==> src/source/qc_pkg.sv <==
package qc_pkg;

  localparam int num_queues = 4;
  localparam int prio_w = 2;
  localparam int addr_w = 10;
  localparam int ram_depth = 1024;
  localparam int fifo_depth = 16;
  localparam int fifo_aw = $clog2(fifo_depth);
  localparam int count_w = 6;

  typedef struct packed {
    logic last;  // end of frame
    logic [prio_w-1:0] prio;
    logic [addr_w-1:0] addr;  // buffer slot
  } cell_t;

  typedef enum logic [1:0] {
    deq_idle,
    deq_read,
    deq_send
  } deq_state_e;

  typedef enum logic [7:0] {
    reg_enable = 8'h00,
    reg_count0 = 8'h10,
    reg_count1 = 8'h14,
    reg_count2 = 8'h18,
    reg_count3 = 8'h1C
  } reg_addr_e;

endpackage

==> src/source/frame_dequeue.sv <==
`timescale 1ns/10ps

module frame_dequeue (
  input  logic                                              clk,
  input  logic                                              rst,
  input  logic [qc_pkg::num_queues-1:0]                     queue_enable,
  input  logic [qc_pkg::num_queues-1:0][qc_pkg::count_w-1:0] frame_count,
  input  logic [qc_pkg::num_queues-1:0][qc_pkg::addr_w-1:0]  head,
  input  qc_pkg::cell_t                                     rd_next,
  input  logic                                              cell_out_ready,
  output logic [qc_pkg::addr_w-1:0]                         rd_addr,
  output logic                                              pop_valid,
  output logic [qc_pkg::prio_w-1:0]                         pop_queue,
  output logic                                              pop_last,
  output logic [qc_pkg::addr_w-1:0]                         pop_next,
  output qc_pkg::cell_t                                     cell_out,
  output logic                                              cell_out_valid
);

  qc_pkg::deq_state_e state;
  logic [qc_pkg::prio_w-1:0] cur_q;
  logic [qc_pkg::addr_w-1:0] cur_addr;
  logic [qc_pkg::prio_w-1:0] sel_q;
  logic found;

  // strict priority with the highest index winning
  always_comb begin
    found = 1'b0;
    sel_q = '0;
    for (int q = 0; q < qc_pkg::num_queues; q++) begin
      if (queue_enable[q] && frame_count[q] != '0) begin
        found = 1'b1;
        sel_q = q[qc_pkg::prio_w-1:0];
      end
    end
  end

  assign rd_addr = cur_addr;  // held through send so stalls keep the read fresh
  assign cell_out_valid = (state == qc_pkg::deq_send);
  assign pop_valid = cell_out_valid & cell_out_ready;
  assign pop_queue = cur_q;
  assign pop_last = rd_next.last;
  assign pop_next = rd_next.addr;

  always_comb begin
    cell_out.last = rd_next.last;
    cell_out.prio = rd_next.prio;
    cell_out.addr = cur_addr;
  end

  always_ff @(posedge clk) begin
    if (state == qc_pkg::deq_idle && found) begin
      cur_q <= sel_q;  // locked until end of frame
      cur_addr <= head[sel_q];
    end else if (pop_valid && !rd_next.last) begin
      cur_addr <= rd_next.addr;  // follow the list
    end
  end

  always_ff @(posedge clk or negedge rst) begin
    if (!rst) begin
      state <= qc_pkg::deq_idle;
    end else begin
      case (state)
        qc_pkg::deq_idle: begin
          if (found) begin
            state <= qc_pkg::deq_read;
          end
        end
        qc_pkg::deq_read: state <= qc_pkg::deq_send;
        qc_pkg::deq_send: begin
          if (pop_valid) begin
            state <= rd_next.last ? qc_pkg::deq_idle : qc_pkg::deq_read;
          end
        end
        default: state <= qc_pkg::deq_idle;
      endcase
    end
  end

endmodule

==> config.mk <==
export PLATFORM = sky130hd
export DESIGN_NAME = frame_dequeue
export DESIGN_NICKNAME = d
export VERILOG_FILES = /design/src/source/qc_pkg.sv /design/src/source/frame_dequeue.sv
export SDC_FILE = /design/constraint.sdc
export NUM_CORES = 1
export LEC_CHECK = 0
export CAP_MARGIN = 20
export CORE_MARGIN = 1.5
export CORE_UTILIZATION = 40
export CTS_CLUSTER_DIAMETER = 150
export DETAILED_ROUTE_END_ITERATION = 7
export DONT_BUFFER_PORTS = 1
export PLACE_DENSITY = 0.51
export SLEW_MARGIN = 10
export SYNTH_ARGS = -nofsm -noshare
export SYNTH_HDL_FRONTEND = slang
export SYNTH_SLANG_ARGS = --single-unit
==> constraint.sdc <==
create_clock -name clk -period 1.9 [get_ports clk]
set_input_delay 0.38 -clock clk [delete_from_list [all_inputs] [get_ports clk]]
set_output_delay 0.38 -clock clk [all_outputs]
set_load 0.005 [all_outputs]
* Word level (Yosys, flattened, before mapping)
Index checks and enable logic that the tools add are counted.
** Word-level totals
- Register bits :: 14
- Bits of input ports :: 84
- Output and inout bits :: 38
** Operators by class
- Magnitude comparators :: 1
- Equality and inequality tests :: 4
- Multiplexer cells :: 15
- Bitwise gates (word level) :: 1
- Reduce and logical (&&, ||, !) cells :: 14
** Operators by type and width (count)
- $mux 10 :: 3
- $reduce_bool 6->1 :: 4
- $bmux 10 s2 :: 1
- $mux 2 :: 4
- $logic_and 1x1->1 :: 6
- $mux 1 :: 6
- $pmux 2 s3 :: 1
- $ne 2x2->1 const B :: 2
- $lt 2x3->1 const B :: 1
- $eq 2x1->1 const B :: 1
- $eq 2x2->1 const B :: 1
- $logic_not 2->1 :: 1
- $reduce_and 2->1 :: 1
- $reduce_bool 2->1 :: 1
- $and 1x1->1 :: 1
- $logic_not 1->1 :: 1

* Depth between registers and ports, before layout
- Depth in word-level cells :: 8
- Depth in mapped cells :: 6
- Mapped depth without buffers :: 5

* Worst setup path before layout
OpenSTA, ideal clock, no wires.
- Path kind :: input-to-reg
- Start point :: in frame_count[19] in the netlist's numbering
- End point :: reg cur_addr (netlist bit rd_addr[0]) (enable)
- Arrival :: 1.810 ns
- Required time :: 1.616 ns
- Slack :: -0.194 ns
- Stages on the path :: 5
- Buffers on the path :: 1
- Path through :: or4_4 o31ai_1 a41oi_2 buf_6 a21o_1
** On the way
- Cells in the longest elaborated chain, start to end :: 5
** Ends and longest elaborated chain
- start: declaration :: line frame_dequeue.sv:7 : input logic [qc_pkg::num_queues-1:0][qc_pkg::count_w-1:0] frame_count,
- $reduce_bool 6->1 :: line frame_dequeue.sv:31 : if (queue_enable[q] && frame_count[q] != '0) begin
- $logic_and 1x1->1 :: line frame_dequeue.sv:31
- $mux 1 :: line frame_dequeue.sv:31
- $logic_and 1x1->1 :: line frame_dequeue.sv:52 : if (state == qc_pkg::deq_idle && found) begin
- $reduce_bool 2->1 (no source line)
- end signal: assignment :: line frame_dequeue.sv:54 : cur_addr <= head[sel_q];
- end signal: assignment :: line frame_dequeue.sv:56 : cur_addr <= rd_next.addr;
- end: declaration :: line frame_dequeue.sv:22 : logic [qc_pkg::addr_w-1:0] cur_addr;
Every way passes these cells.
A chain may end at the register's enable or synchronous reset.

* Final worst setup path
- Start point :: in frame_count[19] in the netlist's numbering
- End point :: reg cur_addr (netlist bit rd_addr[1]), data pin
** On the way
- Cells in the longest elaborated chain, start to end :: 6
** Ends and longest elaborated chain (line)
- $reduce_bool 6->1 (*) :: frame_dequeue.sv:31
- $logic_and 1x1->1 (*) :: frame_dequeue.sv:31
- $mux 2 :: frame_dequeue.sv:31
- $bmux 10 s2 :: frame_dequeue.sv:54
- $mux 10 (not written as such) :: frame_dequeue.sv:54
- $mux 10 (*) :: frame_dequeue.sv:52
Every way passes the cells marked *; elsewhere a longest branch is shown, timed or not. The select of a mux whose other input is x is not followed.

==> results.sh <==
export IMPL_status="finished clean"
export IMPL_multi_input_area_um2=657
export IMPL_grt_overflow=0
export IMPL_maxCapViolCount=0
export IMPL_clkSinkCount=14
export IMPL_yosysMostFrequentCell="buf_4"
export IMPL_cts_resized=0
export IMPL_routed_wl_mm=2.82
export IMPL_cts_inserted_buffers=3
export IMPL_cp_max_fo=12
export IMPL_wl_per_cell_um=20.6
export IMPL_grt_use_total_pct=15.7
export IMPL_slowest_stage="or4_4"
export IMPL_synth_area_leader_cell="edfxtp_1"
export IMPL_grt_pass1_vias=836
export IMPL_ios=122
export IMPL_p_leak_uw=0.000380
export IMPL_clkPwrFrac_pct=12.4
export IMPL_setup_viol=0
export IMPL_cts_tree="done"
export IMPL_worstHoldStart="rd_next[12]"
export IMPL_synth_nets=192
export IMPL_p_per_area_nw_per_um2=1190
export IMPL_final_nets=178
export IMPL_yosys_top_cells_count="buf_4, edfxtp_1, nor2_1"
export IMPL_antenna_found_initial=0
export IMPL_post_route_cells_drive_above_1_share_pct=59.1
export IMPL_max_stage_delay_ns=0.53
export IMPL_p_sw_share_pct=39.2
export IMPL_totalNegativeSetupSlack_ns=0
export IMPL_seqPwrFrac_pct=45.3
export IMPL_vias=836
export IMPL_pwr_share_comb_pct=42.3
export IMPL_core_area_um2=3080
export IMPL_critical_path_class="in2reg"
export IMPL_die_area_um2=3590
export IMPL_fillCellCount=306
export IMPL_synth_seq_cells=14
export IMPL_die_w_um=59.9
export IMPL_ir_drop_mv=0.809
export IMPL_synth_edf_count=12
export IMPL_gp_congestion=0.649
export IMPL_crit_arrival_ns=1.90
export IMPL_rows=20
export IMPL_ys_types=28
export IMPL_h_tree_depth=1
export IMPL_grt_pass1_wl_mm=4.04
export IMPL_fin_skew_ns=0.00210
export IMPL_syn_inst=108
export IMPL_crit_chain="or4_4 -> o31a_4 -> nor2_4 -> a221oi_2 -> a21oi_2"
export IMPL_diodes=0
export IMPL_drt_initial_drc_count=22
export IMPL_path_clk_slew_ns=0.10
export IMPL_routed_via_density=6.10
export IMPL_netlist_area_um2=1300
export IMPL_yosysSeqAreaShare_pct=31.7
export IMPL_drc=0
export IMPL_grt_max_degree=13
export IMPL_placed_area_um2=1220
export IMPL_drtPass1Iterations=4
export IMPL_drv_slew=0
export IMPL_switching_power_uw=585
export IMPL_start_util_pct=42.1
export IMPL_dp_cells=132
export IMPL_portBuffers=0
export IMPL_die_y_um=59.9
export IMPL_final_cells=137
export IMPL_cp_start_kind="input port"
export IMPL_rsz0062_at_grt="false"
export IMPL_synthArstFlopShare_pct=14.3
export IMPL_cp_num_buf_inv=0
export IMPL_area_delta_synth_final_pct=-3.28
export IMPL_tightest_slew_ns=0.376
export IMPL_clk_latency_ns=0.28
export IMPL_fin_area_um2=1250
export IMPL_syn_area_per_cell_um2=12.0
export IMPL_period_share_pct=92.2
export IMPL_cp_startpoint="frame_count[19]"
export IMPL_cts_buffer_depth=2
export IMPL_yosysWarningCount=0
export IMPL_r2r_start="state[1]"
export IMPL_yosysTopAreaCellShare_pct=27.8
export IMPL_synth_area_top_cells="edfxtp_1, buf_4, a221oi_2"
export IMPL_seqCellArea_um2=410
export IMPL_ant_nets=0
export IMPL_dominantRegCellSynth="edfxtp_1"
export IMPL_critPathTopFamily="simple AND/OR/NAND/NOR gates"
export IMPL_hold_viol=0
export IMPL_root_buffer="clkbuf_4"
export IMPL_p_int_uw=908
export IMPL_slew_headroom_pct=74.9
export IMPL_hold_class="in2reg"
export IMPL_max_freq_ghz=0.571
export IMPL_worstPathRequired_ns=2.05
export IMPL_cp_end_kind="register"
export IMPL_fin_crit_ns=1.75
export IMPL_dpl_hpwl_mm=2.27
cell usage in the layout, fill, tap and decap left out, drive strengths merged:
cell          n
o221ai       10
a21o          2
nor2         13
a41oi         1
o21ai         1
buf          10
o31ai         4
or2           1
a221oi       10
a21oi        10
clkbuf        3
inv           2
clkinv        1
dlygate4sd3   1
nor2b         1
or4           4
dfrtp         2
edfxtp       12
and2          1
nand2b        1
o31a          2
mux2          1
flip-flops by register name (all words and copies together), names as in the netlist:
register,count
rd_addr,10
pop_queue,2
state,2
routing by layer:
metal  up-vias  GRT usage, %  wire length (µm)
li1        371             -                 -
met1       394          16.3               954
met2        69          28.4              1470
met3         2          7.14               377
met4         0          4.13                18
met5         -             0                 0
per-stage QoR:
step	utilization (%)	setup WS [ns]	power (µW)	hold slack [ns]
floorplan	-	-0.112	1330	0.0844
global placement	39.6	-0.179	1310	0.0845
detailed placement	39.6	-0.183	1330	0.0845
CTS	40.7	0.136	1520	0.298
global route	40.7	0.0659	1610	0.302
finish	40.7	0.148	1490	0.298
layout make-up:
class	instances	area share, %
Sequential cell	14	32.7
Tap cell	44	4.39
Inverter	2	0.599
Clock inverter	1	0.299
Multi-Input combinational cell	62	52.4
Timing Repair Buffer	11	7.78
Clock buffer	3	1.80
power groups by stage:
stage | registers [µW] | clock network [µW] | logic, µW
floorplan | 638 | 0 | 693
global placement | 682 | 0 | 631
detailed placement | 688 | 0 | 643
CTS | 680 | 192 | 647
global route | 703 | 200 | 706
finish | 676 | 185 | 632
logic make-up after synthesis:
family                 synth area share, %
AOI/OAI and AO/OA                     38.8
buffers and inverters                 18.9
and+or+nand+nor                       9.75
DFF                                   31.7
muxes                                0.869
repair_timing:
| action | CTS | global route |
|---|---|---|
| setup buffers | 0 | 0 |
| hold buffers | 1 | 0 |
| endpoints found under the setup margin | 0 | 0 |
| endpoints found under the hold margin | 2 | 0 |
worst register-to-register path: stages, from the launching register on:
cell	delay, ns
dfrtp_1	0.40
or2_2	0.32
a41oi_2	0.24
a21o_4	0.21
worst paths after layout:
path | depth (start not counted) | end | slack [ns]
min in group asynchronous | 1 | state[0] | 0.31
min reg2reg | 1 | state[1] | 0.56
max | 5 | rd_addr[1] | 0.15
max reg2reg | 3 | rd_addr[9] | 0.43
min | 2 | state[0] | 0.30
max in group asynchronous | 1 | state[1] | 1.47
No activity file was read; power rests on OpenSTA's default activity.
