$ cat config.mk
export PLATFORM = sky130hd
export DESIGN_NAME = queue_regs
export DESIGN_NICKNAME = d
export VERILOG_FILES = /design/src/source/qc_pkg.sv /design/src/source/queue_regs.sv
export SDC_FILE = /design/constraint.sdc
export NUM_CORES = 1
export LEC_CHECK = 0
export BUFFER_PORTS_ARGS = -buffer_cell sky130_fd_sc_hd__buf_2
export CAP_MARGIN = 40
export CORE_UTILIZATION = 31
export CTS_CLUSTER_DIAMETER = 40
export CTS_CLUSTER_SIZE = 10
export DETAILED_ROUTE_END_ITERATION = 10
export HOLD_SLACK_MARGIN = 0.05
export PLACE_DENSITY = 0.93
export REMOVE_ABC_BUFFERS = 1
export SYNTH_ARGS = -nofsm -noshare
export SYNTH_HDL_FRONTEND = slang
export SYNTH_SLANG_ARGS = --single-unit
$ cat constraint.sdc
create_clock -name clk -period 2.4 [get_ports clk]
set_input_delay 0.36 -clock clk [delete_from_list [all_inputs] [get_ports clk]]
set_output_delay 0.36 -clock clk [all_outputs]
set_load 0.01 [all_outputs]
$ cat src/source/qc_pkg.sv
package qc_pkg;

  localparam int num_queues = 4;
  localparam int prio_w = 2;
  localparam int addr_w = 10;
  localparam int ram_depth = 1024;
  localparam int fifo_depth = 16;
  localparam int fifo_aw = $clog2(fifo_depth);
  localparam int count_w = 6;

  typedef struct packed {
    logic last;  // end of frame
    logic [prio_w-1:0] prio;
    logic [addr_w-1:0] addr;  // buffer slot
  } cell_t;

  typedef enum logic [1:0] {
    deq_idle,
    deq_read,
    deq_send
  } deq_state_e;

  typedef enum logic [7:0] {
    reg_enable = 8'h00,
    reg_count0 = 8'h10,
    reg_count1 = 8'h14,
    reg_count2 = 8'h18,
    reg_count3 = 8'h1C
  } reg_addr_e;

endpackage

$ cat src/source/queue_regs.sv
`timescale 1ns/10ps

module queue_regs (
  input  logic                                              clk,
  input  logic                                              rst,
  input  logic [7:0]                                        paddr,
  input  logic                                              psel,
  input  logic                                              penable,
  input  logic                                              pwrite,
  input  logic [31:0]                                       pwdata,
  input  logic [qc_pkg::num_queues-1:0][qc_pkg::count_w-1:0] frame_count,
  output logic [31:0]                                       prdata,
  output logic                                              pready,
  output logic                                              pslverr,
  output logic [qc_pkg::num_queues-1:0]                     queue_enable
);

  logic access;
  logic mapped;
  logic is_enable;

  assign access = psel & penable;
  assign pready = 1'b1;  // zero wait states
  assign is_enable = (paddr == qc_pkg::reg_enable);
  assign pslverr = access & (!mapped | (pwrite & !is_enable));  // counts are read only

  always_comb begin
    prdata = '0;
    mapped = 1'b1;
    case (paddr)
      qc_pkg::reg_enable: prdata[qc_pkg::num_queues-1:0] = queue_enable;
      qc_pkg::reg_count0: prdata[qc_pkg::count_w-1:0] = frame_count[0];
      qc_pkg::reg_count1: prdata[qc_pkg::count_w-1:0] = frame_count[1];
      qc_pkg::reg_count2: prdata[qc_pkg::count_w-1:0] = frame_count[2];
      qc_pkg::reg_count3: prdata[qc_pkg::count_w-1:0] = frame_count[3];
      default: mapped = 1'b0;
    endcase
  end

  always_ff @(posedge clk or negedge rst) begin
    if (!rst) begin
      queue_enable <= '1;  // all queues served
    end else if (access && pwrite && is_enable) begin
      queue_enable <= pwdata[qc_pkg::num_queues-1:0];
    end
  end

endmodule

Word-level counts from Yosys, hierarchy flattened
Index checks and enable logic that the tools add are counted.
{"block": "word_totals", "reg_bits": 4, "input_bits": 69}
{"block": "classes", "eq_ne": 4, "mux": 3, "bitwise": 4, "n_reduce_logical": 6}
{"operator": "$eq 8x5->1 const B", "count": 4}
{"operator": "$pmux 4 s5", "count": 1}
{"operator": "$logic_not 8->1", "count": 1}
{"operator": "$pmux 2 s4", "count": 1}
{"operator": "$reduce_or 5->1", "count": 1}
{"operator": "$and 1x1->1", "count": 3}
{"operator": "$logic_and 1x1->1", "count": 2}
{"operator": "$logic_not 1->1", "count": 2}
{"operator": "$mux 1", "count": 1}
{"operator": "$or 1x1->1", "count": 1}

Logic depth before layout (Yosys ltp)
Gate-level depths: netlist (run 1).
{"block": "logic_depth", "word_depth": 6, "mapped_depth": 4, "mapped_depth_nobuf": 3}

Least setup slack after synthesis (run 1)
No wires, ideal clock.
{"block": "synth_path", "path_type": "input -> output", "start": "in paddr[0]", "end": "out pslverr", "arrival_ns": 1.459, "path_slack_ns": 0.581, "cell_stages": 3, "path_cell_list": "or4_4 -> or2_2 -> o211a_1"}
{"block": "synth_via", "elab_chain_len": 6, "elab_cells_between_ends": 12}
{"item": "start: declaration", "line": "queue_regs.sv:6", "rtl": "input logic [7:0] paddr,"}
{"item": "$eq 8x5->1 or $logic_not 8->1 (tied branches)", "line": "queue_regs.sv:30, queue_regs.sv:24"}
{"item": "$reduce_or 5->1 (no source line)"}
{"item": "$mux 1", "line": "queue_regs.sv:30", "rtl": "case (paddr)"}
{"item": "$logic_not 1->1", "line": "queue_regs.sv:25", "rtl": "assign pslverr = access & (!mapped | (pwrite & !is_enable));"}
{"item": "$or 1x1->1 (*)", "line": "queue_regs.sv:25"}
{"item": "$and 1x1->1 (*)", "line": "queue_regs.sv:25"}
{"item": "end: declaration", "line": "queue_regs.sv:14", "rtl": "output logic pslverr,"}
Every way passes the cells marked *; elsewhere a longest branch is shown, timed or not.

Worst setup path after layout (run 1)
Same ends and word-level chain as after synthesis.

==> reports/metrics.csv, run 1 <==
stage;metric;value;unit
power_and_ir_drop;sequential power share;28.5;%
worst_hold_path;min-delay worst type;in2async;
drt;Remaining DRCs;0;
clock_tree;CTS buffer count;3;
finish;Largest regs;queue_enable x4;
critical_path;WS Path Type;in2out;
timing;Tmin final;2050;ps
timing;Pins Over Slew Limit;0;
critical_path;Worst Path Required;2040;ps
global_routing;antenna violations before repair;0;
yosys;largest cells by area after synthesis;buf_4 30%, dfstp_2 15%, mux2_2 13%, mux2_4 8.6%, mux4_2 6.4%;
clock_tree;Clock Root Buffer;clkbuf_4;
yosys;flops & latches, synth;4;
power_and_ir_drop;switching pwr;76.7;uW
critical_path;CP arrival;1690;ps
critical_path;worst-path fanout max;5;
finish;number of flip-flops under the largest register name;4;
power_and_ir_drop;Max VDD drop;0.000186;V
placement;PortBufs;51;
global_routing;number of global-route vias before repair;624;
timing;Fin Clk Skew;0;ps
power_and_ir_drop;Comb pwr share;39.0;%
timing;final hold violation count;0;
yosys;syn_area_per_cell;9.49;um^2
clock_tree;Hold Buf Count CTS;0;
yosys;register area share after synthesis;15.0;%
power_and_ir_drop;clock share of power;32.5;%
drt;drt pass-1 iters;4;
placement;dpl hpwl;1530;um
finish;layout cell share with drive strength beyond 1;61.8;%
drt;total wire length;1750;um
power_and_ir_drop;LEAKAGE;0.492;nW
finish;Final Instance Count excl. Fillers;150;
finish;Inserted Diodes;0;
clock_tree;TritonCTS clock tree;yes;
global_routing;largest net degree at the start of global routing;12;
critical_path;Critical Path Sink Type;primary output;
drt;Post-DRT Antenna Nets;0;
clock_tree;clock latency on the worst-skew pair;230;ps
global_routing;global route overflow;0;
clock_tree;setup repair bufs after CTS;0;
drt;DRT iter0 DRCs;14;
outcome;status;finished clean;
power_and_ir_drop;Int Pwr;172;uW
power_and_ir_drop;Power Dens Cells;283;nW/um^2
yosys;share of the synthesized area in the top cell type;29.9;%
power_and_ir_drop;Tot Pwr;249;uW
clock_tree;H-tree levels;1;
floorplan;Initial Util;34.4;%
yosys;Ys Warns;0;
power_and_ir_drop;sw frac;30.8;%
floorplan;die height;49.6;um
clock_tree;CTS sink count;4;
timing;Max Clk Rate;488;MHz
floorplan;row count;16;
drt;vias post-DR;672;
drt;via/cell ratio;4.48;
yosys;Distinct cells, synth;20;
floorplan;number of I/O pins;107;
clock_tree;Max clock buf depth;2;
floorplan;DIE AREA;2460;um^2
finish;nets@finish;194;
timing;post-route setup TNS;0;ps
floorplan;CORE AREA;2040;um^2
job;max_cap viols;0;
timing;RSZ-0062 raised after global routing;no;
global_routing;first-pass GRT wire length;2640;um
placement;gpl congestion;0.713;
yosys;Synth area leader;buf_4;
timing;final setup violating endpoints;0;
clock_tree;Clock Pin Slew Worst Setup and Hold Paths;40;ps
drt;Routed WL per cell;11.7;um
critical_path;Worst setup SP type;input port;
finish;fillcell total;202;
critical_path;R2R depth;1;
clock_tree;CTS resizes;0;
global_routing;Global Route Usage Sum;14.1;%
placement;Placed Cells;147;
finish;Layout area overhead;25.5;%
yosys;Syn Std Cell Area;702;um^2
floorplan;die width;49.6;um
finish;Reg with most FFs;queue_enable;
timing;fin crit share;85.4;%
yosys;Syn Inst Count;74;
## cell families after synthesis
| group | synth area share [%] |
|---|---|
| buffers and inverters | 32.8 |
| other | 1.07 |
| AND/OR/NAND/NOR | 14.1 |
| flip-flops | 15.0 |
| AO/OA/AOI/OAI | 9.27 |
| multiplexers | 27.8 |
## critical path, stage by stage
cell,delay (ps)
buf_2,90
or4_4,530
or2_2,340
o211a_1,230
buf_2,130
## per-stage QoR
stage               area (um^2)  worst slack [ps]  hold WS (ps)  utilization, %
finish                      881               351          99.9            43.1
global route                881               318           114            43.1
CTS                         881               346          94.0            43.1
detailed placement          858               349           346            42.0
global placement            858               349           341            42.0
floorplan                   569               581           212               -
## synth_stat cells
master	n
and3_1	3
conb_1	2
or2_2	1
buf_2	1
inv_1	1
nor2_1	1
nand3_1	4
and4bb_4	1
or4_4	1
mux2_4	4
a21oi_1	5
nor2b_1	1
a22oi_1	4
nor3_4	1
dfstp_2	4
mux4_2	2
o211a_1	1
buf_6	1
buf_4	28
mux2_2	8
## path summary, 6_finish.rpt
| path | start | end | slack [ps] |
|---|---|---|---|
| max in group asynchronous | rst | queue_enable[0]$_DFFE_PN1P_ | 2280 |
| hold / removal | rst | queue_enable[1]$_DFFE_PN1P_ | 100 |
| setup reg to reg | queue_enable[0]$_DFFE_PN1P_ | queue_enable[0]$_DFFE_PN1P_ | 1650 |
| hold reg to reg | queue_enable[3]$_DFFE_PN1P_ | queue_enable[3]$_DFFE_PN1P_ | 640 |
| setup / recovery | paddr[0] | pslverr | 350 |
| min in group clk | pwdata[3] | queue_enable[3]$_DFFE_PN1P_ | 360 |
## placed cells by master (no fill, tap or decap)
cell type  Yosys  layout
buf_2          1      51
or2_2          1       1
inv_1          1       1
nor2_1         1       1
conb_1         2      27
mux4_2         2       2
mux2_4         4       4
clkbuf_4       0       3
nand3_1        4       4
nor3_4         1       1
dfstp_2        4       4
and3_1         3       3
or4_4          1       1
a21oi_1        5       5
o211a_1        1       1
a22oi_1        4       4
mux2_2         8       8
nor2b_1        1       1
and4bb_4       1       1
## final cells by class
class	count	area, um^2	area share, %
Clock buffer	3	22.5	2.56
Tap cell	27	33.8	3.84
Inverter	1	3.75	0.426
Sequential cell	4	105	11.9
Multi-Input combinational cell	64	460	52.3
Timing Repair Buffer	51	255	29.0
## metal layers
metal / part of all wire, % / GRT usage [%] / vias to the layer above
met2: 52 / 27.3 / 50
met4: 0 / 5.71 / 0
met3: 12 / 3.09 / 0
met1: 36 / 14.3 / 317
met5: 0 / 0 / -
li1: - / - / 305
## power groups by stage
stage / Clock (mW) / Combinational, mW / Sequential [mW]
floorplan: 0 / 0.0489 / 0.0717
CTS: 0.0868 / 0.0961 / 0.0710
global route: 0.0876 / 0.107 / 0.0711
finish: 0.0810 / 0.0971 / 0.0710
global placement: 0 / 0.0933 / 0.0716
detailed placement: 0 / 0.0956 / 0.0716
No activity file was read; power rests on OpenSTA's default activity.
==> run 2, diff against run 1 <==
--- a/config.mk
+++ b/config.mk
@@ -12,7 +12,8 @@
 export CTS_CLUSTER_SIZE = 10
 export DETAILED_ROUTE_END_ITERATION = 10
 export HOLD_SLACK_MARGIN = 0.05
-export PLACE_DENSITY = 0.93
+export MAX_ROUTING_LAYER = met4
+export PLACE_DENSITY = 0.85
 export REMOVE_ABC_BUFFERS = 1
 export SYNTH_ARGS = -nofsm -noshare
 export SYNTH_HDL_FRONTEND = slang
==> run 2 against run 1 <==
Effect of this change:
- die area stayed put
- routed wire length down 1.6%
- largest power group unchanged
- count of clock-buffer cells in the layout unchanged
- sequential power is essentially flat
- maximum frequency hardly changed
- power rose by 0.51%
- setup slack improved by 1.1 ps
- via count shrank 1.5%
- critical path type unchanged
- final cell count stayed put
- sequential share of layout area unchanged
- register-to-register slack about the same
==> reports/metrics.csv, run 2 (same netlist as run 1, synthesis figures left out) <==
stage;metric;value;unit;change
finish;nets@finish;194;;unchanged
timing;post-route setup TNS;0;ps;unchanged
global_routing;global route overflow;0;;unchanged
clock_tree;setup repair bufs after CTS;0;;unchanged
drt;DRT iter0 DRCs;8;;was 14
finish;number of flip-flops under the largest register name;4;;unchanged
critical_path;Worst setup SP type;input port;;unchanged
drt;Routed WL per cell;11.5;um;was 11.7 um
finish;footprint of the multi-input gates;460;um^2;unchanged
clock_tree;Hold Buf Count CTS;0;;unchanged
global_routing;number of global-route vias before repair;589;;was 624
global_routing;first-pass GRT wire length;2480;um;was 2640 um
clock_tree;clock latency on the worst-skew pair;230;ps;about the same
critical_path;critical-path cell list;buf_2, or4_4, or2_2, o211a_1, buf_2;;unchanged
power_and_ir_drop;Tot Pwr;250;uW;was 249 uW
clock_tree;H-tree levels;1;;unchanged
timing;final setup violating endpoints;0;;unchanged
drt;Remaining DRCs;0;;unchanged
critical_path;CP most frequent cell;buf_2;;unchanged
global_routing;antenna violations before repair;0;;unchanged
placement;gpl congestion;0.676;;was 0.713
placement;Placed Cells;147;;unchanged
timing;Max Clk Rate;488;MHz;about the same
clock_tree;Max clock buf depth;2;;unchanged
critical_path;Worst Path Required;2040;ps;about the same
critical_path;Critical Path Sink Type;primary output;;unchanged
timing;Tmin final;2050;ps;about the same
global_routing;Global Route Usage Sum;13.6;%;was 14.1%
clock_tree;CTS buffer count;3;;unchanged
finish;Largest regs;queue_enable x4;;unchanged
job;max_cap viols;0;;unchanged
critical_path;WS Path Type;in2out;;unchanged
placement;dpl hpwl;1490;um;was 1530 um
drt;via/cell ratio;4.41;;was 4.48
floorplan;DIE AREA;2460;um^2;unchanged
critical_path;Max stage delay on crit path;530;ps;about the same
finish;layout cell share with drive strength beyond 1;61.8;%;unchanged
floorplan;row count;16;;unchanged
drt;vias post-DR;662;;was 672
clock_tree;CTS sink count;4;;unchanged
finish;fillcell total;203;;was 202
clock_tree;Clock Pin Slew Worst Setup and Hold Paths;40;ps;about the same
critical_path;CP max-delay cell;or4_4;;unchanged
timing;Pins Over Slew Limit;0;;unchanged
finish;Reg with most FFs;queue_enable;;unchanged
outcome;status;finished clean;;unchanged
power_and_ir_drop;Power Dens Cells;284;nW/um^2;was 283 nW/um^2
finish;Final Instance Count excl. Fillers;150;;unchanged
timing;final hold violation count;0;;unchanged
power_and_ir_drop;Max VDD drop;0.000104;V;was 0.000186 V
finish;Layout area overhead;25.5;%;unchanged
finish;Register Area;105;um^2;unchanged
worst_hold_path;min-delay worst type;in2async;;unchanged
drt;drt pass-1 iters;4;;unchanged
drt;Post-DRT Antenna Nets;0;;unchanged
clock_tree;CTS resizes;0;;unchanged
timing;fin crit share;85.3;%;was 85.4%
drt;total wire length;1720;um;was 1750 um
floorplan;die height;49.6;um;unchanged
critical_path;worst-path fanout max;5;;unchanged
floorplan;number of I/O pins;107;;unchanged
finish;most frequent cells in the layout;51 x buf_2, 27 x conb_1, 8 x mux2_2;;unchanged
timing;Fin Clk Skew;0;ps;unchanged
placement;PortBufs;51;;unchanged
clock_tree;TritonCTS clock tree;yes;;unchanged
finish;most common cell after layout, fill and taps aside;buf_2;;unchanged
floorplan;Initial Util;34.4;%;unchanged
finish;Inserted Diodes;0;;unchanged
floorplan;CORE AREA;2040;um^2;unchanged
global_routing;largest net degree at the start of global routing;12;;unchanged
power_and_ir_drop;LEAKAGE;0.492;nW;unchanged
critical_path;CP arrival;1690;ps;about the same
floorplan;die width;49.6;um;unchanged
timing;RSZ-0062 raised after global routing;no;;unchanged
clock_tree;Clock Root Buffer;clkbuf_4;;unchanged
finish;Final Util;43.1;%;unchanged
==> run 2: cell counts in the layout (fill, tap and decap cells not counted) <==
No cell type changed its count.
==> run 2: cell type report <==
class,instances,share of cell area [%]
Tap cell,27,3.84
Inverter,1,0.426
Timing Repair Buffer,51,29.0
Multi-Input combinational cell,64,52.3
Sequential cell,4,11.9
Clock buffer,3,2.56
==> run 2: routing by layer <==
metal | part of all wire (%) | global-route usage (%) | vias up
li1 | - | - | 308
met1 | 34 | 13.3 | 301
met2 | 53 | 23.4 | 49
met3 | 11 | 3.09 | 4
met4 | 2.3 | 10.0 | 0
met5 | 0 | - | -
==> run 2: report_power, final <==
part           internal [mW]  switching, mW
Clock                 0.0558         0.0262
Combinational         0.0468         0.0507
Sequential            0.0699       0.000931
==> run 2: stage by stage <==
stage / hold slack (ps) / worst slack (ps) / cell area [um^2]
floorplan: 212 / 581 / 569
global placement: 337 / 358 / 858
detailed placement: 347 / 344 / 858
CTS: 96.5 / 344 / 881
global route: 98.2 / 304 / 881
finish: 97.5 / 352 / 881
==> run 2: path summary, 6_finish.rpt <==
kind / to / cells after the start / slack (ps) / from
max reg2reg: queue_enable[2]$_DFFE_PN1P_ / 1 / 1650 / queue_enable[2]$_DFFE_PN1P_
max: pslverr / 5 / 350 / paddr[0]
min reg2reg: queue_enable[1]$_DFFE_PN1P_ / 1 / 640 / queue_enable[1]$_DFFE_PN1P_
max in group asynchronous: queue_enable[3]$_DFFE_PN1P_ / 1 / 2280 / rst
min in group clk: queue_enable[2]$_DFFE_PN1P_ / 2 / 360 / pwdata[2]
min: queue_enable[2]$_DFFE_PN1P_ / 1 / 100 / rst
==> run 2: critical path, delay by kind of cell <==
family | cells | cell delay [ps]
simple gates | 2 | 870
buf+inv | 2 | 230
compound gates | 1 | 230
