<file path="src/source/qc_pkg.sv">
package qc_pkg;

  localparam int num_queues = 4;
  localparam int prio_w = 2;
  localparam int addr_w = 10;
  localparam int ram_depth = 1024;
  localparam int fifo_depth = 16;
  localparam int fifo_aw = $clog2(fifo_depth);
  localparam int count_w = 6;

  typedef struct packed {
    logic last;  // end of frame
    logic [prio_w-1:0] prio;
    logic [addr_w-1:0] addr;  // buffer slot
  } cell_t;

  typedef enum logic [1:0] {
    deq_idle,
    deq_read,
    deq_send
  } deq_state_e;

  typedef enum logic [7:0] {
    reg_enable = 8'h00,
    reg_count0 = 8'h10,
    reg_count1 = 8'h14,
    reg_count2 = 8'h18,
    reg_count3 = 8'h1C
  } reg_addr_e;

endpackage

</file>
<file path="src/source/cell_fifo.sv">
`timescale 1ns/10ps

module cell_fifo (
  input  logic           clk,
  input  logic           rst,
  input  qc_pkg::cell_t  cell_in,
  input  logic           cell_in_valid,
  output logic           cell_in_ready,
  output qc_pkg::cell_t  enq_cell,
  output logic           enq_valid
);

  qc_pkg::cell_t mem [qc_pkg::fifo_depth];
  logic [qc_pkg::fifo_aw-1:0] wr_ptr;
  logic [qc_pkg::fifo_aw-1:0] rd_ptr;
  logic [qc_pkg::fifo_aw:0] used;
  logic push;

  assign cell_in_ready = ~used[qc_pkg::fifo_aw];  // msb set only when full
  assign push = cell_in_valid & cell_in_ready;
  assign enq_valid = (used != '0);  // link store never stalls
  assign enq_cell = mem[rd_ptr];

  always_ff @(posedge clk) begin
    if (push) begin
      mem[wr_ptr] <= cell_in;
    end
  end

  always_ff @(posedge clk or negedge rst) begin
    if (!rst) begin
      wr_ptr <= '0;
      rd_ptr <= '0;
      used <= '0;
    end else begin
      if (push) begin
        wr_ptr <= wr_ptr + 1'b1;  // wraps at depth
      end
      if (enq_valid) begin
        rd_ptr <= rd_ptr + 1'b1;
      end
      case ({push, enq_valid})
        2'b10: used <= used + 1'b1;
        2'b01: used <= used - 1'b1;
        default: ;
      endcase
    end
  end

endmodule

</file>
<file path="config.mk">
export PLATFORM = sky130hd
export DESIGN_NAME = cell_fifo
export DESIGN_NICKNAME = d
export VERILOG_FILES = /design/src/source/qc_pkg.sv /design/src/source/cell_fifo.sv
export SDC_FILE = /design/constraint.sdc
export NUM_CORES = 1
export LEC_CHECK = 0
export BUFFER_PORTS_ARGS = -buffer_cell sky130_fd_sc_hd__buf_4
export CORE_MARGIN = 3
export CORE_UTILIZATION = 54
export DETAILED_ROUTE_END_ITERATION = 12
export HOLD_SLACK_MARGIN = 0.03
export MAX_ROUTING_LAYER = met4
export PLACE_DENSITY = 0.69
export SYNTH_ARGS = -nofsm -noshare
export SYNTH_HDL_FRONTEND = slang
export SYNTH_SLANG_ARGS = --single-unit
export TNS_END_PERCENT = 50
</file>
<file path="constraint.sdc">
create_clock -name clk -period 3.2 [get_ports clk]
set_input_delay 0.32 -clock clk [delete_from_list [all_inputs] [get_ports clk]]
set_output_delay 0.32 -clock clk [all_outputs]
set_load 0.005 [all_outputs]
</file>
Word-level counts from Yosys, hierarchy flattened
Memories as Yosys holds them, arrays and structs flattened.
Index checks and enable logic that the tools add are counted.
Cells by class
  add/subtract/negate cells: 4
  multiply operators: 0
  div/mod/pow operators: 0
  $lt $le $gt $ge: 0
  equal/unequal tests: 2
  shift operators: 0
  muxes and demuxes: 3
  bitwise operators: 2
  reduce and logical (&&, ||, !) cells: 2
Operators with widths (number)
  $pmux 5 s2: 1
  $add 4x1->4 const B: 2
  $add 5x1->5 const B: 1
  $reduce_bool 5->1: 1
  $sub 5x1->5 const B: 1
  $eq 2x1->1 const B: 1
  $eq 2x2->1 const B: 1
  $mux 1: 2
  $reduce_bool 2->1: 1
  $and 1x1->1: 1
  $not 1->1: 1
Storage, ports and cells
  flip-flop bits (word level): 13
  latch bits: 0
  RAM bits: 208
  memory bits (read-only): 0
  output and inout port bits: 15
  memories: 1
Memory list
  mem: depth 16, bits a word 13, read ports 1, clocked after Yosys merged registers in 0, wr ports 1, RTL line cell_fifo.sv:13  | qc_pkg::cell_t mem [qc_pkg::fifo_depth];

Longest topological paths before layout
Gate-level depths: netlist of the first run.
  word-level depth: 4
  gate-level depth with buffers: 10

Worst setup path before layout of the first run
Ideal clock, no wire load.
  path kind: reg-to-reg
  start point: register used[0] (netlist bit)
  end point: register used[4] (netlist bit)
  setup time: 0.116 ns
  arrival: 2.347 ns
  setup slack: 0.737 ns
  cell stages (with the launch flop): 9
  clock period less this slack: 2.463 ns
  cells stage by stage: dfrtp_1 nor4_1 nand2_1 ha_1 ha_1 nor2b_1 o21a_1 mux2_2 o311ai_0
Between the ends
  longest elaborated chain between the ends: 3
Ends and longest elaborated chain
  start: declaration: RTL line cell_fifo.sv:16  | logic [qc_pkg::fifo_aw:0] used;
  start signal: assignment: RTL line cell_fifo.sv:43  | 2'b10: used <= used + 1'b1;
  start signal: assignment: RTL line cell_fifo.sv:44  | 2'b01: used <= used - 1'b1;
  $reduce_bool 5->1 (*): RTL line cell_fifo.sv:21  | assign enq_valid = (used != '0);
  named net enq_valid: RTL line cell_fifo.sv:10  | output logic enq_valid
  $eq 2x1->1 or $eq 2x2->1 (tied branches): RTL line cell_fifo.sv:42  | case ({push, enq_valid})
  $pmux 5 s2 or $reduce_bool 2->1 (tied branches)
Mark *: on every way through the listed nets, which the timed path passes. The rest lies on a longest branch.
A chain may end at the register's enable or synchronous reset.

==> impl_metrics.ini, run 1 <==
[clocking]
cts_sinks = 221
cts_tree = yes
clk_pin_slew_ns = 0.06
cts_setup_buffers = 0
root_buffer = clkbuf_16
clock_path_buffers = 3
h-tree-depth = 1
postCtsHoldBufs = 1
clock_latency_ns = 0.50
ctsResizeCount = 0
cts_made_buffers = 23

[timing]
fin_crit_sh = 0.947
fin_skew_ns = 0.00937
rsz0062_at_grt = no
drv_slew = 0
slew_headroom = 0.508
worstMarginPinSlew_ns = 0.734
fin_crit_ns = 3.03
setup_violations = 0
hold_viol_final = 0
tns_ns = 0
max_freq_ghz = 0.330

[global_routing]
grt_usage = 0.204
antenna_found_initial = 0
grt_pass1_vias = 4435
grt_max_degree = 37
globalRoute.totalOverflow = 0
grt_pass1_wl_um = 26300

[synth]
synth_top_area_share = 0.718
yosys.area.top_type = edfxtp_1
synth_seq_cells = 221
synth_common_cells = edfxtp_1, mux4_2, a22oi_1
syn_avg_cell_area_sq_um = 21.1
synth_cells = 412
synth_edf_count = 208
yosysWarningCount = 0
synth.most_common_cell = edfxtp_1
synthTopCellsByArea = edfxtp_1, mux4_2, mux4_1
synthFlopType = edfxtp_1
async_reset_ff_frac = 0.0588
ys_seq_area_frac = 0.756
ys_types = 32
syn_nets = 438
netlist_area_sq_mm = 0.00869

[flow_run]
drv_cap = 0

[die]
core_area_sq_mm = 0.0155
start_util = 0.561
die_w_um = 133
fp-row-count = 45
io_pins = 31
die_area_sq_mm = 0.0177
die-height_um = 133

[power_and_ir_drop]
p_int_mw = 6.44
p_sw_frac = 0.279
power.switching_mw = 2.49
p_leak_nw = 3.47
power_frac_comb = 0.278
power.density_mw_per_mm2 = 883
clockPowerShare = 0.305
vdd_drop_max_mv = 0.519
p_seq_frac = 0.417

[worst_setup_path]
crit_top_cell = buf_4
crit_chain = buf_4 > mux4_2 > a22oi_1 > nand2_1 > buf_4
path_depth = 5
critPathBufInv = 2
cp-start-kind = flip-flop
end_kind = output pin
worstPathMaxFanout = 29
rr_worst_depth = 8
r2r_slack_ns = 0.45
critPathMaxStageDelay_ns = 0.79
worstPathRequired_ns = 2.88
arrival_ns = 2.71
path_class = reg2out
critPathSlowestCell = dfrtp_4
critical_path.top_delay_family = flip-flops

[min_path]
hold_depth = 1
hold_path_class = in2reg

[route]
drtIter0Drc = 326
avgViaCountPerCell = 5.86
dr.pass1.iters = 5
drc = 0
final_antenna_net_count = 0
wire_per_inst_um = 23.9
wirelength_um = 16800
num_vias = 4117

[placement]
numPortBuffers = 30
routabilityCongestion = 0.773
hpwl_um = 10000
dpl-instance-area_sq_mm = 0.00933

[cells_and_area]
drive_above_1_share = 0.271
multi_input_comb_area_sq_mm = 0.00200
syn_to_final_growth_pct = 16.4
fin_area_sq_mm = 0.0101
nets = 502
fill_cells = 1052
register_area_sq_mm = 0.00658
diodes = 0

[run_status]
status = completed
[through the flow]
| stage | worst slack [ns] | total power [mW] | hold slack, ns | instances | utilization |
|---|---|---|---|---|---|
| after floorplan | 0.737 | 5.37 | 0.0244 | 412 | - |
| after global placement | 0.619 | 6.24 | 0.177 | 661 | 0.602 |
| after detailed placement | 0.435 | 6.31 | 0.180 | 661 | 0.602 |
| after CTS | 0.129 | 9.03 | 0.110 | 702 | 0.653 |
| after global routing | 0.0131 | 9.34 | 0.130 | 702 | 0.653 |
| final | 0.171 | 8.93 | 0.126 | 702 | 0.653 |
[power groups by stage]
stage	Sequential (mW)	Combinational (mW)	Clock, mW
global route	3.77	2.70	2.88
detailed placement	3.79	2.52	0
CTS	3.73	2.52	2.78
global placement	3.78	2.46	0
finish	3.73	2.48	2.72
floorplan	3.58	1.80	0
[area by class of cell]
| class | count | area share |
|---|---|---|
| clock buffers | 24 | 0.0573 |
| multi-input cells | 164 | 0.198 |
| well taps | 211 | 0.0261 |
| repair buffers | 59 | 0.0465 |
| inverters | 7 | 0.00260 |
| flip-flops and latches | 221 | 0.650 |
| clock inverters | 16 | 0.0197 |
[per-layer routing]
layer  up-vias  wire [um]  global-route usage
li1       1830          -                   -
met2       146       8510               0.336
met4         0        350              0.0485
met3        27       1210              0.0281
met1      2114       6710               0.277
met5         -          0                   -
[cells in the final DEF, fill, tap and decap left out, types with 7 or more instances in the layout]
master and n:
edfxtp_1 208, nor2_1 14, mux4_2 33, buf_4 56
mux4_1 19, a22oi_1 26, nand2_1 24, dfrtp_1 11
ha_1 9, inv_1 7, clkbuf_16 23
[cells by family after synthesis]
family | count (synthesis) | synth area share
xor+xnor | 9 | 0.00907
flops | 221 | 0.756
compound gates | 34 | 0.0281
simple gates | 56 | 0.0288
buf+inv | 27 | 0.0163
fa+ha+maj | 10 | 0.0153
mux | 55 | 0.147
[registers in the layout (all words and copies together) (netlist names)]
register  flops
mem         208
used          5
rd_ptr        4
wr_ptr        4
[final timing paths]
kind	end	start
min reg2reg	rd_ptr[3]	rd_ptr[3]
min	mem[10][6]	cell_in[6]
max	enq_cell[9]	rd_ptr[0]
max reg2reg	used[4]	used[0]
min in group asynchronous	wr_ptr[1]	rst
max in group asynchronous	rd_ptr[0]	rst
Power figures use the tool's default switching activity.
==> run 2, diff against run 1 <==
--- a/config.mk
+++ b/config.mk
@@ -12,6 +12,7 @@
 export HOLD_SLACK_MARGIN = 0.03
 export MAX_ROUTING_LAYER = met4
 export PLACE_DENSITY = 0.69
+export SETUP_SLACK_MARGIN = 0.2
 export SYNTH_ARGS = -nofsm -noshare
 export SYNTH_HDL_FRONTEND = slang
 export SYNTH_SLANG_ARGS = --single-unit
==> run 2 against run 1 <==
Compared with the run above:
- critical path type is now reg2reg
- final cell count rose by 1.7%
- critical endpoint is now used[4]
- via count rose by 2.6%
- highest routed layer unchanged
- setup slack improved by 0.28 ns
==> impl_metrics.ini, run 2 (synthesis results as in run 1) <==
[run_status]
status = completed

[cells_and_area]
nets = 514
top_register = mem
diodes = 0
fin_area_sq_mm = 0.0102
top_regs = mem x208, used x5
largest_reg_flops = 208
postLayoutCoreUtil = 0.661
final_cell_mix = edfxtp_1, buf_4, mux4_2, a22oi_1, nand2_1
syn_to_final_growth_pct = 17.8
drive_above_1_share = 0.288
final_common_cell = edfxtp_1

[worst_setup_path]
worstPathMaxFanout = 8
rr_endpoint = used[4]
timing.rr.start = used[0]
cp-start-kind = flip-flop
path_class = reg2reg
arrival_ns = 3.13
rr_worst_depth = 8
worstPathRequired_ns = 3.58
end_kind = flip-flop
r2r_slack_ns = 0.45

[global_routing]
globalRoute.totalOverflow = 0
use_met1 = 0.284
met3_usage = 0.0281
grt-busiest-layer = met2
grt_pass1_vias = 4449
grt_max_degree = 37
grt_pass1_wl_um = 26600
grt_util_met2 = 0.338
grt_usage = 0.208
antenna_found_initial = 0

[die]
fp-row-count = 45
die_area_sq_mm = 0.0177
start_util = 0.561
die-height_um = 133
die_w_um = 133
io_pins = 31
core_area_sq_mm = 0.0155

[clocking]
clk_pin_slew_ns = 0.06
ctsResizeCount = 0
clock_latency_ns = 0.50
clock_path_buffers = 3
root_buffer = clkbuf_16
cts_sinks = 221
h-tree-depth = 1
cts_made_buffers = 23
cts_tree = yes

[placement]
numPortBuffers = 30
dpl-instance-area_sq_mm = 0.00933
routabilityCongestion = 0.773
hpwl_um = 10000

[timing]
fin_skew_ns = 0.00646
hold_viol_final = 0
setup_violations = 0
fin_crit_sh = 0.858
max_freq_ghz = 0.364
tns_ns = 0
worstMarginPinSlew_ns = 0.765
rsz0062_at_grt = no
fin_crit_ns = 2.75
slew_headroom = 0.490
drv_slew = 0

[route]
wirelength_um = 17100
dr.pass1.iters = 5
drtIter0Drc = 332
wire_per_inst_um = 23.9
avgViaCountPerCell = 5.92
drc = 0
final_antenna_net_count = 0
num_vias = 4224

[min_path]
hold_depth = 1
hold_path_class = in2reg
worstHoldStart = cell_in[0]
worstHoldEndpoint = mem[6][0]

[power_and_ir_drop]
p_leak_nw = 3.54
vdd_drop_max_mv = 0.522
power.density_mw_per_mm2 = 891

[flow_run]
drv_cap = 0
run 2: layout make-up:
| cell class | count | area, sq um |
|---|---|---|
| Clock buffer | 24 | 579 |
| Multi-Input combinational cell | 164 | 2000 |
| Inverter | 7 | 26.3 |
| Fill cell | 1041 | 5250 |
| Timing Repair Buffer | 71 | 593 |
| Sequential cell | 221 | 6580 |
| Clock inverter | 16 | 199 |
| Tap cell | 211 | 264 |
run 2: worst max-delay path: stages (launching register included):
cell	delay [ns]
dfrtp_1	0.42
nor4_1	0.27
nand2_1	0.21
ha_1	0.37
ha_1	0.37
nor2b_1	0.17
o21a_1	0.17
mux2_2	0.34
o311ai_0	0.32
run 2: per-layer routing:
| metal | part of all wire | up-vias |
|---|---|---|
| li1 | - | 1857 |
| met3 | 0.053 | 30 |
| met5 | 0 | - |
| met1 | 0.42 | 2205 |
| met2 | 0.50 | 132 |
| met4 | 0.022 | 0 |
run 2: power by group:
| part | total, mW | internal [mW] | switching, mW | leakage [nW] |
|---|---|---|---|---|
| registers | 3.65 | 3.45 | 0.206 | 2.03 |
| logic | 2.75 | 1.42 | 1.32 | 1.12 |
| clock network | 2.73 | 1.71 | 1.02 | 0.387 |
run 2: stage by stage:
| step | cells | power [mW] | hold slack [ns] | worst slack (ns) |
|---|---|---|---|---|
| finish | 714 | 9.13 | 0.126 | 0.453 |
| global route | 714 | 9.54 | 0.130 | 0.226 |
| CTS | 703 | 9.09 | 0.110 | 0.302 |
| detailed placement | 661 | 6.31 | 0.180 | 0.435 |
| global placement | 661 | 6.24 | 0.177 | 0.619 |
| floorplan | 412 | 5.37 | 0.0244 | 0.737 |
run 2: what timing repair did:
item	4_1_cts	5_1_grt
hold buffers	1	0
buffers inserted	1	11
hold endpoints to repair	13	0
pin swaps	0	0
setup endpoints to repair	6	1
run 2: how the worst max path moves through the flow:
stage | endpoint | start | slack (ns)
floorplan | used[4] | used[0] | 0.74
global placement | used[4] | used[0] | 0.62
detailed placement | used[4] | used[0] | 0.43
CTS | enq_cell[9] | rd_ptr[0] | 0.30
global route | used[4] | used[0] | 0.23
finish | used[4] | used[0] | 0.45
==> run 3, diff against run 2 <==
--- a/config.mk
+++ b/config.mk
@@ -6,6 +6,7 @@
 export NUM_CORES = 1
 export LEC_CHECK = 0
 export BUFFER_PORTS_ARGS = -buffer_cell sky130_fd_sc_hd__buf_4
+export CORE_ASPECT_RATIO = 2
 export CORE_MARGIN = 3
 export CORE_UTILIZATION = 54
 export DETAILED_ROUTE_END_ITERATION = 12
==> run 3 against run 2 <==
Compared with the run above:
- sequential power up 2%
- die area increased by 0.53%
- setup slack worse by 0.029 ns
- combinational power decreased by 7.6%
- critical endpoint is now enq_cell[8]
- highest routed layer unchanged
==> impl_metrics.ini, run 3 (synthesis results as in run 1) <==
[worst_setup_path]
crit_top_cell = buf_4
worstPathMaxFanout = 14
rr_worst_depth = 8
end_kind = output pin
path_class = reg2out
path_depth = 5
cp-start-kind = flip-flop
worstPathRequired_ns = 2.88
arrival_ns = 2.46
critPathMaxStageDelay_ns = 0.63
critPathSlowestCell = dfrtp_4
r2r_slack_ns = 0.56
timing.rr.start = used[0]
rr_endpoint = used[4]
critPathCapture = enq_cell[8]
critPathBufInv = 2
critical_path.top_delay_family = flip-flops
crit_chain = buf_4 > mux4_1 > a22oi_1 > nand2_1 > buf_4
startpoint = rd_ptr[0]

[global_routing]
antenna_found_initial = 0
grt_pass1_wl_um = 27000
globalRoute.totalOverflow = 0
grt_max_degree = 33
grt_usage = 0.220
grt_pass1_vias = 4469

[clocking]
cts_made_buffers = 18
cts_tree = yes
root_buffer = clkbuf_16
clock_path_buffers = 3
h-tree-depth = 1
ctsResizeCount = 0
clk_pin_slew_ns = 0.07
cts_sinks = 221
clock_latency_ns = 0.48

[cells_and_area]
final_cells = 680
largest_reg_flops = 208
diodes = 0
fin_area_sq_mm = 0.00989
fill_cells = 1118
nets = 495
final_common_cell = edfxtp_1
postLayoutCoreUtil = 0.627
multi_input_comb_area_sq_mm = 0.00200
top_regs = mem x208, used x5
syn_to_final_growth_pct = 13.8
drive_above_1_share = 0.253
register_area_sq_mm = 0.00658
top_register = mem
final_cell_mix = edfxtp_1, buf_4, mux4_2, a22oi_1, nand2_1

[timing]
rsz0062_at_grt = yes
tns_ns = 0
layout_setup_ws_ns = 0.424
drv_slew = 0
hold_viol_final = 0
fin_skew_ns = 0.00524
max_freq_ghz = 0.360
slew_headroom = 0.467
worstMarginPinSlew_ns = 0.799
setup_violations = 0
fin_crit_ns = 2.78
fin_crit_sh = 0.867
hold_slack_ns = 0.137

[route]
drtIter0Drc = 420
num_vias = 4130
dr.pass1.iters = 6
drc = 0
final_antenna_net_count = 0
wirelength_um = 17700
wire_per_inst_um = 26.1
avgViaCountPerCell = 6.07

[power_and_ir_drop]
power.switching_mw = 2.44
p_seq_frac = 0.444
clockPowerShare = 0.253
p_sw_frac = 0.291
p_int_mw = 5.95
power.density_mw_per_mm2 = 848
vdd_drop_max_mv = 0.594
power_mw = 8.39
power_frac_comb = 0.303
p_leak_nw = 3.34

[placement]
numPortBuffers = 30
dp.cells = 646
place_ws_ns = 0.468
routabilityCongestion = 0.798
dpl-instance-area_sq_mm = 0.00928
hpwl_um = 10700

[die]
core_area_sq_mm = 0.0158
die-height_um = 185
die_w_um = 95.7
die_area_sq_mm = 0.0177
start_util = 0.551
fp-row-count = 65
io_pins = 31

[min_path]
worstHoldStart = cell_in[9]
hold_path_class = in2reg

[flow_run]
drv_cap = 0

[run_status]
status = completed
==> run 3: changes by cell type in the layout (fill, tap and decap cells not counted), moves of 3 or more <==
| cell | change |
|---|---|
| buf_4 | -13 |
| clkinv_2 | -5 |
| bufinv_16 | -4 |
| clkbuf_16 | -4 |
| clkbuf_1 | +3 |
| clkinv_1 | -3 |
==> run 3: layout make-up <==
cell class | count | share of cell area
clock buffers | 24 | 0.0510
clock inverters | 6 | 0.00594
inverters | 7 | 0.00266
multi-input cells | 164 | 0.202
flip-flops and latches | 221 | 0.665
well taps | 201 | 0.0254
repair buffers | 57 | 0.0481
==> run 3: worst min path at each step <==
stage	end	slack (ns)	cells after the start
final	mem[9][9]	0.14	1
after global routing	mem[3][5]	0.14	1
after CTS	mem[8][12]	0.13	1
after detailed placement	used[3]	0.18	1
after global placement	wr_ptr[0]	0.17	1
after floorplan	rd_ptr[0]	0.02	0
==> run 3: routing by layer <==
| metal | vias to the layer above | GRT usage | wire (um) |
|---|---|---|---|
| li1 | 1809 | - | - |
| met3 | 28 | 0.0252 | 1170 |
| met1 | 2160 | 0.269 | 6140 |
| met5 | - | - | 0 |
| met2 | 133 | 0.381 | 9970 |
| met4 | 0 | 0.0684 | 435 |
==> run 3: timing repair <==
item / CTS / global route
endpoints found under the hold margin: 13 / 0
setup endpoints to repair: 0 / 9
hold buffers: 1 / 0
setup buffers: 0 / 3
==> run 3: power groups by stage <==
stage | logic, mW | registers, mW | clock network (mW)
global route | 2.78 | 3.76 | 2.27
detailed placement | 2.48 | 3.83 | 0
finish | 2.54 | 3.73 | 2.12
floorplan | 1.80 | 3.58 | 0
global placement | 2.42 | 3.80 | 0
CTS | 2.49 | 3.77 | 2.16
